--- config.mk ---
export PLATFORM = sky130hd
export DESIGN_NAME = id_stage
export DESIGN_NICKNAME = d
export VERILOG_FILES = /design/src/source/rv_pkg.sv /design/src/source/id_decoder.sv /design/src/source/id_stage.sv
export SDC_FILE = /design/constraint.sdc
export NUM_CORES = 1
export LEC_CHECK = 0
export ABC_AREA = 0
export BUFFER_PORTS_ARGS = -buffer_cell sky130_fd_sc_hd__buf_2
export CAP_MARGIN = 20
export CORE_AREA = 8 8 201 203
export CTS_CLUSTER_DIAMETER = 120
export DETAILED_ROUTE_END_ITERATION = 7
export DIE_AREA = 0 0 209 211
export GPL_TIMING_DRIVEN = 0
export PLACE_DENSITY = 0.51
export SLEW_MARGIN = 20
export SYNTH_ARGS = -nofsm -noshare
export SYNTH_HDL_FRONTEND = slang
export SYNTH_SLANG_ARGS = --single-unit
--- constraint.sdc ---
create_clock -name clk -period 4.7 [get_ports clk]
set_input_delay 0.94 -clock clk [delete_from_list [all_inputs] [get_ports clk]]
set_output_delay 0.94 -clock clk [all_outputs]
set_load 0.05 [all_outputs]
--- src/source/rv_pkg.sv ---
//*********************************************************************
// Shared widths, RV64I opcode and funct constants, internal ALU codes,
// the instruction format union and the decode and writeback structs.
//*********************************************************************
`default_nettype none

package rv_pkg;

  localparam int XLEN      = 64;
  localparam int ILEN      = 32;
  localparam int REG_IDX_W = 5;
  localparam int NUM_REGS  = 1 << REG_IDX_W;
  localparam int SHAMT_W   = $clog2(XLEN);

  localparam logic [6:0] OPC_OP     = 7'b0110011;
  localparam logic [6:0] OPC_OP_IMM = 7'b0010011;
  localparam logic [6:0] OPC_LUI    = 7'b0110111;
  localparam logic [6:0] OPC_AUIPC  = 7'b0010111;
  localparam logic [6:0] OPC_JAL    = 7'b1101111;

  localparam logic [2:0] F3_ADD = 3'b000;  // Also sub.
  localparam logic [2:0] F3_SLL = 3'b001;
  localparam logic [2:0] F3_XOR = 3'b100;
  localparam logic [2:0] F3_SRL = 3'b101;
  localparam logic [2:0] F3_OR  = 3'b110;
  localparam logic [2:0] F3_AND = 3'b111;

  localparam logic [6:0] F7_BASE = 7'b0000000;
  localparam logic [6:0] F7_ALT  = 7'b0100000;  // Selects sub in the OP group.

  typedef enum logic [3:0] {
    ALU_NONE = 4'd0,
    ALU_ADD,
    ALU_SUB,
    ALU_AND,
    ALU_OR,
    ALU_XOR,
    ALU_SLL,
    ALU_SRL,
    ALU_JAL
  } alu_op_e;

  typedef struct packed {
    logic [6:0] funct7;
    logic [4:0] rs2;
    logic [4:0] rs1;
    logic [2:0] funct3;
    logic [4:0] rd;
    logic [6:0] opcode;
  } r_fmt_t;

  typedef struct packed {
    logic [11:0] imm_11_0;
    logic [4:0]  rs1;
    logic [2:0]  funct3;
    logic [4:0]  rd;
    logic [6:0]  opcode;
  } i_fmt_t;

  typedef struct packed {
    logic [19:0] imm_31_12;
    logic [4:0]  rd;
    logic [6:0]  opcode;
  } u_fmt_t;

  typedef struct packed {
    logic       imm_20;
    logic [9:0] imm_10_1;
    logic       imm_11;
    logic [7:0] imm_19_12;
    logic [4:0] rd;
    logic [6:0] opcode;
  } j_fmt_t;

  // One instruction word seen through each encoding format.
  typedef union packed {
    r_fmt_t r_fmt;
    i_fmt_t i_fmt;
    u_fmt_t u_fmt;
    j_fmt_t j_fmt;
  } inst_u;

  typedef struct packed {
    logic [XLEN-1:0]      pc;
    logic [ILEN-1:0]      inst;
    alu_op_e              alu_op;
    logic [REG_IDX_W-1:0] rd;
    logic                 rd_wen;
    logic [XLEN-1:0]      op1;
    logic [XLEN-1:0]      op2;
    logic [XLEN-1:0]      op3;  // Jump target for jal.
    logic                 illegal;
  } dec_op_t;

  typedef struct packed {
    logic [XLEN-1:0]      pc;
    logic [ILEN-1:0]      inst;
    logic [REG_IDX_W-1:0] rd;
    logic                 wen;
    logic [XLEN-1:0]      data;
    logic [XLEN-1:0]      next_pc;
    logic                 illegal;
  } wb_t;

endpackage

`default_nettype wire

--- src/source/id_decoder.sv ---
//*********************************************************************
// Combinational RV64I decoder with immediate generation and operands.
//*********************************************************************
`timescale 1ns/100ps
`default_nettype none

module id_decoder (
  input  wire rv_pkg::inst_u                i_inst,
  input  wire [rv_pkg::XLEN-1:0]            i_pc,
  input  wire [rv_pkg::XLEN-1:0]            i_rs1_data,
  input  wire [rv_pkg::XLEN-1:0]            i_rs2_data,
  output logic [rv_pkg::REG_IDX_W-1:0]      o_rs1,
  output logic [rv_pkg::REG_IDX_W-1:0]      o_rs2,
  output rv_pkg::dec_op_t                   o_dec
);
  import rv_pkg::*;

  logic [XLEN-1:0] imm_i;
  logic [XLEN-1:0] imm_u;
  logic [XLEN-1:0] imm_j;
  alu_op_e         op_r;
  alu_op_e         op_i;

  assign imm_i = {{(XLEN-12){i_inst.i_fmt.imm_11_0[11]}}, i_inst.i_fmt.imm_11_0};
  assign imm_u = {{(XLEN-32){i_inst.u_fmt.imm_31_12[19]}}, i_inst.u_fmt.imm_31_12, 12'b0};
  assign imm_j = {{(XLEN-21){i_inst.j_fmt.imm_20}}, i_inst.j_fmt.imm_20,
                  i_inst.j_fmt.imm_19_12, i_inst.j_fmt.imm_11,
                  i_inst.j_fmt.imm_10_1, 1'b0};

  // Register-register group.
  always_comb begin
    op_r = ALU_NONE;
    if (i_inst.r_fmt.funct7 == F7_BASE) begin
      case (i_inst.r_fmt.funct3)
        F3_ADD:  op_r = ALU_ADD;
        F3_SLL:  op_r = ALU_SLL;
        F3_XOR:  op_r = ALU_XOR;
        F3_SRL:  op_r = ALU_SRL;
        F3_OR:   op_r = ALU_OR;
        F3_AND:  op_r = ALU_AND;
        default: op_r = ALU_NONE;
      endcase
    end else if (i_inst.r_fmt.funct7 == F7_ALT && i_inst.r_fmt.funct3 == F3_ADD) begin
      op_r = ALU_SUB;
    end
  end

  always_comb begin
    case (i_inst.i_fmt.funct3)
      F3_ADD:  op_i = ALU_ADD;
      F3_XOR:  op_i = ALU_XOR;
      F3_OR:   op_i = ALU_OR;
      F3_AND:  op_i = ALU_AND;
      F3_SLL:  op_i = (i_inst.i_fmt.imm_11_0[11:6] == '0) ? ALU_SLL : ALU_NONE;
      F3_SRL:  op_i = (i_inst.i_fmt.imm_11_0[11:6] == '0) ? ALU_SRL : ALU_NONE;
      default: op_i = ALU_NONE;
    endcase
  end

  always_comb begin
    o_dec        = '0;
    o_dec.pc     = i_pc;
    o_dec.inst   = i_inst;
    o_dec.rd     = i_inst.r_fmt.rd;  // The rd field sits at the same bits in every format.
    o_dec.alu_op = ALU_NONE;
    o_rs1        = '0;
    o_rs2        = '0;
    case (i_inst.r_fmt.opcode)
      OPC_OP: begin
        o_rs1        = i_inst.r_fmt.rs1;
        o_rs2        = i_inst.r_fmt.rs2;
        o_dec.alu_op = op_r;
        o_dec.op1    = i_rs1_data;
        o_dec.op2    = i_rs2_data;
      end
      OPC_OP_IMM: begin
        o_rs1        = i_inst.i_fmt.rs1;
        o_dec.alu_op = op_i;
        o_dec.op1    = i_rs1_data;
        o_dec.op2    = imm_i;
      end
      OPC_LUI: begin
        o_dec.alu_op = ALU_ADD;
        o_dec.op2    = imm_u;
      end
      OPC_AUIPC: begin
        o_dec.alu_op = ALU_ADD;
        o_dec.op1    = i_pc;
        o_dec.op2    = imm_u;
      end
      OPC_JAL: begin
        o_dec.alu_op = ALU_JAL;
        o_dec.op1    = i_pc;
        o_dec.op2    = XLEN'(4);  // Link value is pc + 4.
        o_dec.op3    = i_pc + imm_j;
      end
      default: ;
    endcase
    o_dec.illegal = (o_dec.alu_op == ALU_NONE);
    o_dec.rd_wen  = !o_dec.illegal;
  end

endmodule

`default_nettype wire

--- src/source/id_stage.sv ---
//*********************************************************************
// Decode stage holding the fetched pc and instruction until accepted.
//*********************************************************************
`timescale 1ns/100ps
`default_nettype none

module id_stage (
  input  wire                               clk,
  input  wire                               rst,
  input  wire                               i_fetch_req,
  input  wire [rv_pkg::XLEN-1:0]            i_fetch_pc,
  input  wire [rv_pkg::ILEN-1:0]            i_fetch_inst,
  input  wire                               i_dec_ack,
  input  wire [rv_pkg::XLEN-1:0]            i_rs1_data,
  input  wire [rv_pkg::XLEN-1:0]            i_rs2_data,
  output logic [rv_pkg::REG_IDX_W-1:0]      o_rs1,
  output logic [rv_pkg::REG_IDX_W-1:0]      o_rs2,
  output logic                              o_dec_req,
  output rv_pkg::dec_op_t                   o_dec
);
  import rv_pkg::*;

  logic [XLEN-1:0] pc_q;
  inst_u           inst_q;
  dec_op_t         dec_raw;
  logic            dec_hs;

  assign dec_hs = o_dec_req & i_dec_ack;

  always_ff @(posedge clk) begin
    if (rst) begin
      o_dec_req <= 1'b0;
    end else if (i_fetch_req) begin  // A new strobe wins over the handshake.
      o_dec_req <= 1'b1;
    end else if (dec_hs) begin
      o_dec_req <= 1'b0;
    end
  end

  always_ff @(posedge clk) begin
    if (i_fetch_req) begin
      pc_q   <= i_fetch_pc;
      inst_q <= i_fetch_inst;
    end
  end

  id_decoder u_decoder (
    .i_inst     (inst_q),
    .i_pc       (pc_q),
    .i_rs1_data (i_rs1_data),
    .i_rs2_data (i_rs2_data),
    .o_rs1      (o_rs1),
    .o_rs2      (o_rs2),
    .o_dec      (dec_raw)
  );

  assign o_dec = o_dec_req ? dec_raw : '0;

  // A pending instruction must never be overwritten before execute takes it.
  a_no_overrun: assert property (@(posedge clk) disable iff (rst)
    i_fetch_req |-> (!o_dec_req || i_dec_ack))
    else $error("Fetch strobe while decode request is pending.");

endmodule

`default_nettype wire

Yosys cells after proc, flatten, opt, wreduce, memory -nomap -nowiden
Index checks and enable logic that the tools add are counted.

Register bits after elaboration: 97. Bits in latches: 0. Memory bits (writable): 0. Memory bits (read-only): 0. Bits of input ports: 228. Logic and storage cells: 41. Memories: 0.

Add/subtract/negate cells: 1. $mul: 0. Divide/modulo/power cells: 0. Order comparisons: 0. Eq/ne operators: 11. Shifts and indexed selects: 0. Mux-type cells: 15. Bitwise operators: 1. Reductions and logical operators: 10.

Operator list (count): 299-bit two-way mux (1); 64-bit case mux with 4 select lines (1); 64-bit case mux with 2 select lines (1); 64-bit adder (1); 64-bit two-way mux (1); 4-bit case mux with 6 select lines (1); 7-bit by 6-bit equality test with 1-bit output (second input constant) (3); 3-bit case mux with 6 select lines (1); 4-bit case mux with 4 select lines (1); 7-bit by 5-bit equality test with 1-bit output (second input constant) (2); 3-bit equality test (second input constant) (4); 5-bit two-way mux (2); 7-bit equality test (second input constant) (1); 7-bit zero test (1); 6-bit zero test (1); 3-bit two-way mux (2); 2-bit OR reduction (3); 4-bit zero test (1); 4-bit two-way mux (1); 3-bit by 1-bit equality test with 1-bit output (second input constant) (1); 3-bit zero test (1); 1-bit two-way mux (2); 2-bit two-way mux (1); 2-bit nonzero test (1); 3 further kinds (3).

Depth between registers and ports, before layout
Depth after elaboration: 8. Mapped depth: 13. Mapped depth without buffers: 13.

Hierarchy
From an unflattened synthesis, not the netlist that was laid out.

Cells, all modules: 1382. Area, all modules: 11446.0 um^2.

By module, submodules not included: id_decoder (times used 1, cells an instance 950, area an instance 6408.6 um^2, seq. area each 0.0 um^2); id_stage (times used 1, cells an instance 432, area an instance 5037.3 um^2, seq. area each 2902.8 um^2).

Worst setup path before layout
OpenSTA, ideal clock, no wires.

Kind: register to output. Start point: register inst_q[31] (netlist bit). End point: output port o_dec[62] (netlist bit). Data arrival time: 4.057 ns. Required time: 3.760 ns. Path slack: -0.297 ns. Stages on the path, launching flop included: 12. Path buffers: 1. Path through: edfxtp_1 > ha_1 > clkbuf_1 > and3_1 > a311oi_1 > o21ai_0 > a221oi_1 > o21ai_1 > a211oi_1 > o31ai_1 > xnor2_1 > nor2_1.

RTL lines: start: declaration (RTL line id_stage.sv:24) `inst_u inst_q;`; start signal: assignment (RTL line id_stage.sv:43) `inst_q <= i_fetch_inst;`; end: declaration (RTL line id_stage.sv:19) `output rv_pkg::dec_op_t o_dec`.

==> results.cfg <==
[hold_path]
hold_start = rst
hp-class = in -> reg
whs_path_depth = 2
min_to = o_dec_req

[clock_tree]
cts_sinks = 97
htreeDepth = 3
cts_tree = built
clkSlewWorstSetupHoldPaths_ns = 0.08
clock_path_buffers = 2
clock_latency_ns = 0.38
cts_buffers = 9
clockRootBuffer = clkbuf_16

[routing]
ant_nets = 0
wl_per_cell_um = 23.43
drt_iter0_markers = 723
vias = 11002
wirelength_mm = 50.80
drtPass1Iterations = 7
routed_via_density = 5.075
remaining_drc_errors = 0

[layout]
drive_above_1_share_pct = 43.31
final_common_cell = buf_2
layout_common_cells = 522 x buf_2, 134 x nor2_1, 110 x and2_1, 102 x a21oi_1, 96 x edfxtp_1
fin_nets = 1974
fin_cells = 2168
area_delta_synth_final_pct = 54.92

[floorplan]
die-height_um = 211
start_util_pct = 24.71
rows = 71
core_um2 = 37130
die-area_um2 = 44100
io_pins = 538
dieWidth_um = 209

[synthesis]
synth_edf_count = 96
yosys.cell_types.count = 60
yosys.area.top_type = edfxtp_1
syn-cell-area_um2 = 9176
synth_top_area_share_pct = 31.42
synth_warnings = 0
ys_ff_latch = 97
syn_inst = 1101
yosysSeqAreaShare_pct = 31.63
syn_avg_cell_area_um2 = 8.335
synthTopCellsByArea = edfxtp_1 31%, ha_1 8.5%, and2_1 7.6%, a22o_1 6.8%, nor2_1 6.2%
synth_flop_cell = edfxtp_1
async_flop_share_pct = 0
syn-num-nets = 1392

[sta]
holdWs_ns = 0.7007
slew_violations = 0
worst_slew_pin_slew_ns = 0.9955
rsz0062_at_grt = true
fin_skew_ns = 0
relSlewSlack_pct = 33.63
setup_viol = 0
fmaxAchievable_ghz = 0.2166
timing.final.crit_share_pct = 98.23
period_needed_ns = 4.617
hold_viol = 0

[worst_setup_path]
cp.arrival_ns = 3.68
r2r_start = o_dec_req
rrSetupSlack_ns = 2.60
crit_fanout = 9
crit_path_start_kind = flop
crit_type = reg -> out
r2r_cells = 5
cp-end-kind = output port
worstPathRequired_ns = 3.76
r2r_end = o_dec_req
critPathLaunch = inst_q[31]

[place]
post-place-cells = 2115
dp.final_hpwl_mm = 40.63
gp_congestion = 0.8909
numPortBuffers = 537

[global_routing]
grt_pass1_vias = 11220
grt_pass1_wl_mm = 71.95
grt_max_degree = 63
antenna_found_initial = 14
grt-ovfl-total = 0
grtUsageTotal_pct = 21.52

[power_and_ir_drop]
ir_worst_vdd_mv = 0.1835
power_w = 0.003558
p_leak_nw = 6.594
power_density_nw_per_um2 = 250.3

[run]
cap_violations = 0

[status]
status = finished, final reports clean
## worst max-delay path: stages, from the launching register on
cell      delay (ns)
edfxtp_1        0.47
buf_12          0.19
buf_16          0.17
ha_4            0.26
buf_4           0.15
nand3_1         0.09
a21boi_2        0.08
a311oi_4        0.28
o21ai_2         0.14
a221oi_2        0.33
o21ai_4         0.15
a211oi_4        0.28
buf_6           0.15
o31ai_4         0.06
xnor2_2         0.15
nor2_2          0.13
buf_6           0.18
## where the power goes
group | internal (W) | switching [W] | leakage (nW)
sequential | 0.00103 | 0.0000750 | 0.948
combinational | 0.000650 | 0.000985 | 5.49
clock | 0.000424 | 0.000393 | 0.154
total | 0.00210 | 0.00145 | 6.59
## cells by family (layout without fill, tap and decap cells)
logic type	Yosys count	count (layout)	synth area share [%]
and+or+nand+nor	419	419	22.81
AOI/OAI and AO/OA	356	356	26.52
buffers and inverters	105	692	4.513
DFF	97	97	31.63
adders and majority gates	63	63	8.672
xor gates and xnor gates	59	59	5.631
muxes	2	2	0.2182
other	0	6	0
## how the worst max path moves through the flow
stage,slack (ns),end,cells past startpoint
after floorplan,-0.08,o_dec[62],11
after global placement,-1.50,o_dec[64],13
after detailed placement,-0.71,o_dec[64],15
after CTS,-0.11,o_dec[62],14
after global routing,-0.05,o_dec[60],12
final,0.08,o_dec[62],16
## synthesized netlist by cell type, drive strengths merged (3+ instances only)
cell type / n
nand4: 22
o21bai: 13
o21ai: 50
o21a: 8
nor3: 12
and2: 112
nor4: 8
clkbuf: 74
a211oi: 10
nand2b: 8
nand3: 6
o211ai: 5
ha: 62
nor2b: 13
o31ai: 4
a21oi: 114
a22oi: 3
and4: 5
nor2: 151
a22o: 71
nand2: 60
xor2: 29
a21o: 27
edfxtp: 96
a21boi: 6
xnor2: 30
and3: 12
inv: 23
buf: 8
a221oi: 21
a31oi: 5
or2: 3
or3: 3
## final cells by class
class                   instances  area, µm²
flip-flops and latches         97       2903
multi-input cells             899       6751
plain buffers                  67      281.5
clock inverters                 7      87.58
well taps                     474      593.1
repair buffers                586       3273
inverters                      23      86.33
fillers                      3909      22920
clock buffers                   9      225.2
diodes                          6      15.01
## through the flow
| step | worst slack, ns | instance area (µm²) | setup TNS, ns | util (%) |
|---|---|---|---|---|
| global placement | -1.505 | 12520 | -33.74 | 33.71 |
| floorplan | -0.07937 | 9238 | -0.07937 | - |
| CTS | -0.1058 | 13630 | -0.2056 | 36.71 |
| detailed placement | -0.7145 | 12580 | -8.126 | 33.89 |
| global route | -0.05146 | 14210 | -0.1579 | 38.26 |
| finish | 0.08307 | 14220 | 0 | 38.28 |
## routing by layer
metal / GRT usage, % / wire length [µm]
met1: 27.09 / 21890
met2: 33.06 / 22780
met4: 7.776 / 1407
met3: 8.457 / 4642
met5: 0 / 81
## flip-flops by register name, summed over array words and instances, names as in the netlist
| register | cells |
|---|---|
| pc_q | 64 |
| o_dec_req | 1 |
| inst_q | 32 |
## what timing repair did
item | in CTS | in global routing
cloned | 2 | 2
gates resized for setup | 107 | 78
endpoints found under the setup margin | 50 | 55
setup buffers | 21 | 21
pin swaps | 19 | 45
hold buffers | 0 | 0
endpoints found under the hold margin | 0 | 0
(Power assumes the default switching activity.)
